### src/common/local_mem_cfg_pkg.sv
// Subsystem configuration for timing stages, memory depth and read latency
package local_mem_cfg_pkg;

    // Command register stages between the burst mapper and the memory
    localparam int timing_reg_stages = 2;

    // Size of the behavioral memory, a power of two so the index wraps
    localparam int mem_depth_words = 1024;
    localparam int mem_index_bits = $clog2(mem_depth_words);

    // Cycles from read acceptance to the first read beat, at least 2
    localparam int mem_read_latency = 3;
    localparam int read_delay_bits = $clog2(mem_read_latency);

    typedef logic [mem_index_bits-1:0] mem_index_t;
    typedef logic [read_delay_bits-1:0] read_delay_t;

endpackage

### src/common/avalon_mem_pkg.sv
// Avalon memory bus widths, derived sizes, bus types and the packed command
package avalon_mem_pkg;

    // Word address and data beat sizes shared by the AFU and memory sides
    localparam int addr_width = 16;
    localparam int data_width = 64;
    localparam int byteenable_width = data_width / 8;

    // The AFU may ask for bursts of up to 16 beats, so its count needs 5 bits
    localparam int afu_burst_cnt_width = 5;

    // The memory side only takes bursts of up to 4 beats
    localparam int mem_burst_cnt_width = 3;

    typedef logic [addr_width-1:0] addr_t;
    typedef logic [data_width-1:0] data_t;
    typedef logic [byteenable_width-1:0] byteenable_t;
    typedef logic [afu_burst_cnt_width-1:0] afu_burst_t;
    typedef logic [mem_burst_cnt_width-1:0] mem_burst_t;

    // Largest memory burst, already sized to the memory burst count
    localparam mem_burst_t mem_max_burst = mem_burst_t'(4);

    // One memory-side command or write beat as it moves through the
    // timing register stages
    typedef struct packed {
        addr_t       address;
        mem_burst_t  burstcount;
        logic        read;
        logic        write;
        data_t       writedata;
        byteenable_t byteenable;
    } cmd_t;

endpackage
### src/common/avalon_mem_if.sv
// Avalon memory-mapped interface with master and slave modports
`timescale 1ns/1ps

interface avalon_mem_if
#(
    parameter int burst_cnt_width = avalon_mem_pkg::mem_burst_cnt_width
);

    // Command and write data, driven by the master
    avalon_mem_pkg::addr_t address;
    logic [burst_cnt_width-1:0] burstcount;
    logic read;
    logic write;
    avalon_mem_pkg::data_t writedata;
    avalon_mem_pkg::byteenable_t byteenable;

    // Flow control and read responses, driven by the slave
    logic waitrequest;
    avalon_mem_pkg::data_t readdata;
    logic readdatavalid;

    modport master
    (
        output address,
        output burstcount,
        output read,
        output write,
        output writedata,
        output byteenable,
        input  waitrequest,
        input  readdata,
        input  readdatavalid
    );

    modport slave
    (
        input  address,
        input  burstcount,
        input  read,
        input  write,
        input  writedata,
        input  byteenable,
        output waitrequest,
        output readdata,
        output readdatavalid
    );

endinterface

### src/local_mem/local_mem_reg_pipe.sv
// Waitrequest-honoring command register stages and read response pipeline
`timescale 1ns/1ps

module local_mem_reg_pipe
#(
    parameter int n_stages = local_mem_cfg_pkg::timing_reg_stages
)
(
    input logic clk,
    input logic reset,
    avalon_mem_if.slave up,
    avalon_mem_if.master down
);

    // Low during reset and the first cycle after it, which stalls the AFU
    logic run;

    // Index i is the input of stage i, index n_stages feeds the memory
    logic [n_stages:0] cmd_valid;
    logic [n_stages:0] cmd_stall;
    avalon_mem_pkg::cmd_t cmd_data [n_stages+1];

    // Read responses, index 0 from the memory side
    logic [n_stages:0] rsp_valid;
    avalon_mem_pkg::data_t rsp_data [n_stages+1];

    always_ff @(posedge clk)
    begin
        if (reset)
        begin
            run <= 1'b0;
        end
        else
        begin
            run <= 1'b1;
        end
    end

    assign cmd_valid[0] = up.read || up.write;
    assign cmd_data[0] = {up.address, up.burstcount, up.read, up.write,
                          up.writedata, up.byteenable};
    assign up.waitrequest = cmd_stall[0];
    assign cmd_stall[n_stages] = down.waitrequest;

    // The last stage presents its command until the memory takes it
    assign down.address = cmd_data[n_stages].address;
    assign down.burstcount = cmd_data[n_stages].burstcount;
    assign down.read = cmd_valid[n_stages] && cmd_data[n_stages].read;
    assign down.write = cmd_valid[n_stages] && cmd_data[n_stages].write;
    assign down.writedata = cmd_data[n_stages].writedata;
    assign down.byteenable = cmd_data[n_stages].byteenable;

    assign rsp_valid[0] = down.readdatavalid;
    assign rsp_data[0] = down.readdata;
    assign up.readdatavalid = rsp_valid[n_stages];
    assign up.readdata = rsp_data[n_stages];

    for (genvar i = 0; i < n_stages; i++)
    begin : stage
        logic main_valid;
        logic skid_valid;
        avalon_mem_pkg::cmd_t main_data;
        avalon_mem_pkg::cmd_t skid_data;
        logic take_in;
        logic move_out;

        // Stall upstream comes from a flop, so the skid slot catches
        // the one command that arrives while it propagates
        assign cmd_stall[i] = skid_valid || !run;
        assign take_in = cmd_valid[i] && !cmd_stall[i];
        assign move_out = !main_valid || !cmd_stall[i+1];
        assign cmd_valid[i+1] = main_valid;
        assign cmd_data[i+1] = main_data;

        always_ff @(posedge clk)
        begin
            if (reset)
            begin
                main_valid <= 1'b0;
                skid_valid <= 1'b0;
            end
            else if (move_out)
            begin
                // Drain the skid slot first to keep commands in order
                main_valid <= skid_valid || take_in;
                skid_valid <= 1'b0;
            end
            else if (take_in)
            begin
                skid_valid <= 1'b1;
            end
        end

        always_ff @(posedge clk)
        begin
            if (move_out)
            begin
                main_data <= skid_valid ? skid_data : cmd_data[i];
            end
            else if (take_in)
            begin
                skid_data <= cmd_data[i];
            end
        end

        // Read responses have no back-pressure, so plain registers do
        always_ff @(posedge clk)
        begin
            if (reset)
            begin
                rsp_valid[i+1] <= 1'b0;
            end
            else
            begin
                rsp_valid[i+1] <= rsp_valid[i];
            end
        end

        always_ff @(posedge clk)
        begin
            rsp_data[i+1] <= rsp_data[i];
        end
    end

endmodule

### src/flat_wrapper.sv
// flat-port wrapper written by rule: the top's interface ports become plain ports
module local_mem_reg_pipe_flat 
#(
    parameter int n_stages = local_mem_cfg_pkg::timing_reg_stages
)
  (clk, reset, up_address, up_burstcount, up_read, up_write, up_writedata, up_byteenable, up_waitrequest, up_readdata, up_readdatavalid, down_address, down_burstcount, down_read, down_write, down_writedata, down_byteenable, down_waitrequest, down_readdata, down_readdatavalid);
  avalon_mem_if up_i ();
  avalon_mem_if down_i ();
  input logic clk;
  input logic reset;
  input wire logic [$bits(up_i.address)-1:0] up_address;
  input wire logic [$bits(up_i.burstcount)-1:0] up_burstcount;
  input wire logic [$bits(up_i.read)-1:0] up_read;
  input wire logic [$bits(up_i.write)-1:0] up_write;
  input wire logic [$bits(up_i.writedata)-1:0] up_writedata;
  input wire logic [$bits(up_i.byteenable)-1:0] up_byteenable;
  output wire logic [$bits(up_i.waitrequest)-1:0] up_waitrequest;
  output wire logic [$bits(up_i.readdata)-1:0] up_readdata;
  output wire logic [$bits(up_i.readdatavalid)-1:0] up_readdatavalid;
  output wire logic [$bits(down_i.address)-1:0] down_address;
  output wire logic [$bits(down_i.burstcount)-1:0] down_burstcount;
  output wire logic [$bits(down_i.read)-1:0] down_read;
  output wire logic [$bits(down_i.write)-1:0] down_write;
  output wire logic [$bits(down_i.writedata)-1:0] down_writedata;
  output wire logic [$bits(down_i.byteenable)-1:0] down_byteenable;
  input wire logic [$bits(down_i.waitrequest)-1:0] down_waitrequest;
  input wire logic [$bits(down_i.readdata)-1:0] down_readdata;
  input wire logic [$bits(down_i.readdatavalid)-1:0] down_readdatavalid;
  assign up_i.address = up_address;
  assign up_i.burstcount = up_burstcount;
  assign up_i.read = up_read;
  assign up_i.write = up_write;
  assign up_i.writedata = up_writedata;
  assign up_i.byteenable = up_byteenable;
  assign up_waitrequest = up_i.waitrequest;
  assign up_readdata = up_i.readdata;
  assign up_readdatavalid = up_i.readdatavalid;
  assign down_address = down_i.address;
  assign down_burstcount = down_i.burstcount;
  assign down_read = down_i.read;
  assign down_write = down_i.write;
  assign down_writedata = down_i.writedata;
  assign down_byteenable = down_i.byteenable;
  assign down_i.waitrequest = down_waitrequest;
  assign down_i.readdata = down_readdata;
  assign down_i.readdatavalid = down_readdatavalid;
  local_mem_reg_pipe #(.n_stages(n_stages)) u_core (.clk(clk), .reset(reset), .up(up_i), .down(down_i));
endmodule
### config.mk
export PLATFORM = sky130hd
export DESIGN_NAME = local_mem_reg_pipe_flat
export DESIGN_NICKNAME = d
export VERILOG_FILES = /design/src/common/local_mem_cfg_pkg.sv /design/src/common/avalon_mem_pkg.sv /design/src/common/avalon_mem_if.sv /design/src/local_mem/local_mem_reg_pipe.sv /design/src/flat_wrapper.sv
export SDC_FILE = /design/constraint.sdc
export NUM_CORES = 1
export LEC_CHECK = 0
export BUFFER_PORTS_ARGS = -buffer_cell sky130_fd_sc_hd__buf_4
export CORE_MARGIN = 2
export CORE_UTILIZATION = 55
export CTS_CLUSTER_SIZE = 25
export DETAILED_ROUTE_END_ITERATION = 8
export PLACE_DENSITY_LB_ADDON = 0.15
export SKIP_LAST_GASP = 1
export SLEW_MARGIN = 20
export SYNTH_ARGS = -nofsm -noshare
export SYNTH_HDL_FRONTEND = slang
export SYNTH_SLANG_ARGS = --single-unit
### constraint.sdc
create_clock -name clk -period 14.3 [get_ports clk]
set_input_delay 0.715 -clock clk [delete_from_list [all_inputs] [get_ports clk]]
set_output_delay 0.715 -clock clk [all_outputs]
set_load 0.1 [all_outputs]
==> impl_metrics.ini <==
[grt]
gr-total-overflow = 0
grt_pass1_vias = 8000
grt_max_degree = 66
grt_pass1_wl_um = 43130
track_usage_pct = 16.71
antenna_found_initial = 3

[cts]
clock_tree.htree_level_count = 2
clock_sink_count = 507
clk_latency_ns = 0.54
cts_setup_buffers = 0
cts_buffers = 49
cts.repair.resized = 0
clockRootBuffer = clkbuf_16
hold_buffers = 0
cts_buffer_depth = 3
path_clk_slew_ns = 0.06
cts_tree = built

[floorplanning]
io_pins = 320
coreArea_mm2 = 0.03164
die_w_um = 183.7
core.rowCount = 65
start_util_pct = 56.11
die_h_um = 183.7
fp.dieArea_mm2 = 0.03373

[critical_path]
endpoint_kind = flip-flop
slowest_stage = o21ai_4
r2r_end = u_core.cmd_data[98]
setup.worst_path.end = u_core.cmd_data[98]
rrSetupSlack_ns = 11.63
reg2reg_depth = 2
cpPeakStageDelay_ns = 0.87
cp_cell_sequence = o21ai_4 -> buf_4
cp.arrival_ns = 2.83
critPathLaunch = u_core.stage[1].skid_valid
worstPathMaxFanout = 65
r2r_start = u_core.stage[1].skid_valid
crit_required_ns = 14.45
startpoint_type = flip-flop
critPathKind = reg -> reg

[sta]
period_share_pct = 18.69
holdWs_ns = 0.2657
worst_pin_slew_ns = 1.022
slew_headroom_pct = 31.84
slew_viol_final = 0
skew_ns = 0.01516
finalSetupTns_ns = 0
hold_violations = 0
setup_viol = 0
layout_min_cycle_time_ns = 2.673
rsz0062_at_grt = false
fmax_mhz = 374.1

[hold_path]
hold_path_class = in -> reg

[routing]
drtIter0Drc = 367
via_count = 7497
antenna_left = 0
wl_per_cell_um = 18.37
vias_per_cell = 4.887
wirelength_um = 28180
drc_errors = 0
dr.pass1.iters = 4

[placement]
port_buffers = 319
gp_congestion = 0.7289
dp_hpwl_um = 18010

[layout]
nets = 1251
syn2layout_area_growth_pct = 18.18
drive_gt1_share_pct = 51.99

[synth]
post_synth_instance_area_mm2 = 0.01775
synth_fp_nets = 1050
yosysWarnings = 0
async_reset_ff_share_pct = 0
synth.distinct_cells = 17
syn_inst = 889
yosys_register_bits = 507
avgSynthCellArea_um2 = 19.97
ys_top_cells_by_area = edfxtp_1 (63%), dfxtp_1 (15%), mux2_4 (7.4%)
synth_ff_type = edfxtp_1
yosysSeqAreaShare_pct = 78.16
synth-edff-count = 372
synth_top_area_share_pct = 62.93
yosysTopAreaCell = edfxtp_1

[pwr]
power_density_mw_per_mm2 = 158.1
vdd_drop_max_v = 0.0001176
leakagePower_nw = 8.110

[run]
drv_cap = 0

[outcome]
outcome = completed
registers in the layout (all words and copies together), names as in the netlist, 2 cells and up:
signal and cells:
u_core.cmd_data 95, u_core.down.address 16, u_core.up.readdata 64, u_core.down.writedata 64, u_core.stage.main_valid 2, u_core.stage.skid_data 186
u_core.down.burstcount 3, u_core.stage.skid_valid 2, u_core.down.byteenable 8, u_core.rsp_data 64
worst min-delay path by stage:
stage	slack, ns	startpoint	to	cells after the start
final	0.27	down_readdata[42]	u_core.rsp_data[106]	1
after global routing	0.24	down_readdata[19]	u_core.rsp_data[83]	1
after CTS	0.23	down_readdata[42]	u_core.rsp_data[106]	1
after detailed placement	0.31	u_core.rsp_data[74]	u_core.up.readdata[10]	0
after global placement	0.31	u_core.rsp_data[76]	u_core.up.readdata[12]	0
after floorplan	0.31	u_core.rsp_data[64]	u_core.up.readdata[0]	0
power by group:
group,internal (mW),switching (mW)
Clock,0.727,0.507
Sequential,1.66,0.0288
Combinational,0.105,0.291
Total,2.49,0.827
cell usage in the layout (no fill, tap or decap), drive strengths merged:
cell	n
buf	327
nor2	1
nor2b	2
o21ba	1
edfxtp	372
inv	6
a21oi	3
clkinv	9
nand2b	1
nor3	4
dfxtp	135
diode	1
nand2	2
mux2	186
and2	2
o21ai	1
clkbuf	79
logic make-up (layout without fill, tap and decap cells):
kind of cell	Yosys count	count (layout)	synth area share (%)
flip-flops	507	507	78.16
multiplexers	186	186	13.66
buffers and inverters	179	421	7.641
AND/OR/NAND/NOR	12	12	0.3524
AO/OA/AOI/OAI	5	5	0.1903
other	0	1	0
metal layers:
layer  share of wire, %  vias up  global-route usage, %  routed length [um]
li1                   -     3531                      -                   -
met3                7.7       46                  4.596                2172
met4                2.3        4                  6.208                 650
met2                 49      266                  27.83               13910
met1                 41     3650                  21.06               11410
met5               0.11        -                      0                  30
layout make-up:
type | count | area (um^2)
Antenna cell | 1 | 2.502
Clock buffer | 79 | 1516
Clock inverter | 13 | 66.31
Fill cell | 2151 | 10660
Inverter | 2 | 7.507
Multi-Input combinational cell | 203 | 2546
Sequential cell | 507 | 13880
Tap cell | 402 | 503.0
Timing Repair Buffer | 327 | 2455
synth_stat cells (2+ instances only):
| cell type | n |
|---|---|
| a21oi_1 | 3 |
| and2_1 | 2 |
| buf_2 | 10 |
| buf_4 | 155 |
| buf_6 | 12 |
| dfxtp_1 | 135 |
| edfxtp_1 | 372 |
| inv_1 | 2 |
| mux2_2 | 98 |
| mux2_4 | 88 |
| nand2_1 | 2 |
| nor2b_1 | 2 |
| nor3_1 | 4 |
stage by stage:
| stage | setup slack, ns | util [%] | instances | instance area (um^2) | total power [mW] |
|---|---|---|---|---|---|
| global placement | 11.61 | 61.30 | 1441 | 19390 | 2.110 |
| global route | 11.40 | 66.30 | 1533 | 20980 | 3.432 |
| CTS | 11.55 | 66.30 | 1533 | 20980 | 3.357 |
| floorplan | 4.087 | - | 889 | 17750 | 2.049 |
| finish | 11.63 | 66.31 | 1534 | 20980 | 3.316 |
| detailed placement | 11.58 | 61.30 | 1441 | 19390 | 2.117 |
critical path: cells and delay by family (launching register included):
kind | cells | cell delay, ns
buf+inv | 1 | 0.86
flops | 1 | 0.52
compound gates | 1 | 0.87
Power figures use the tool's default switching activity.
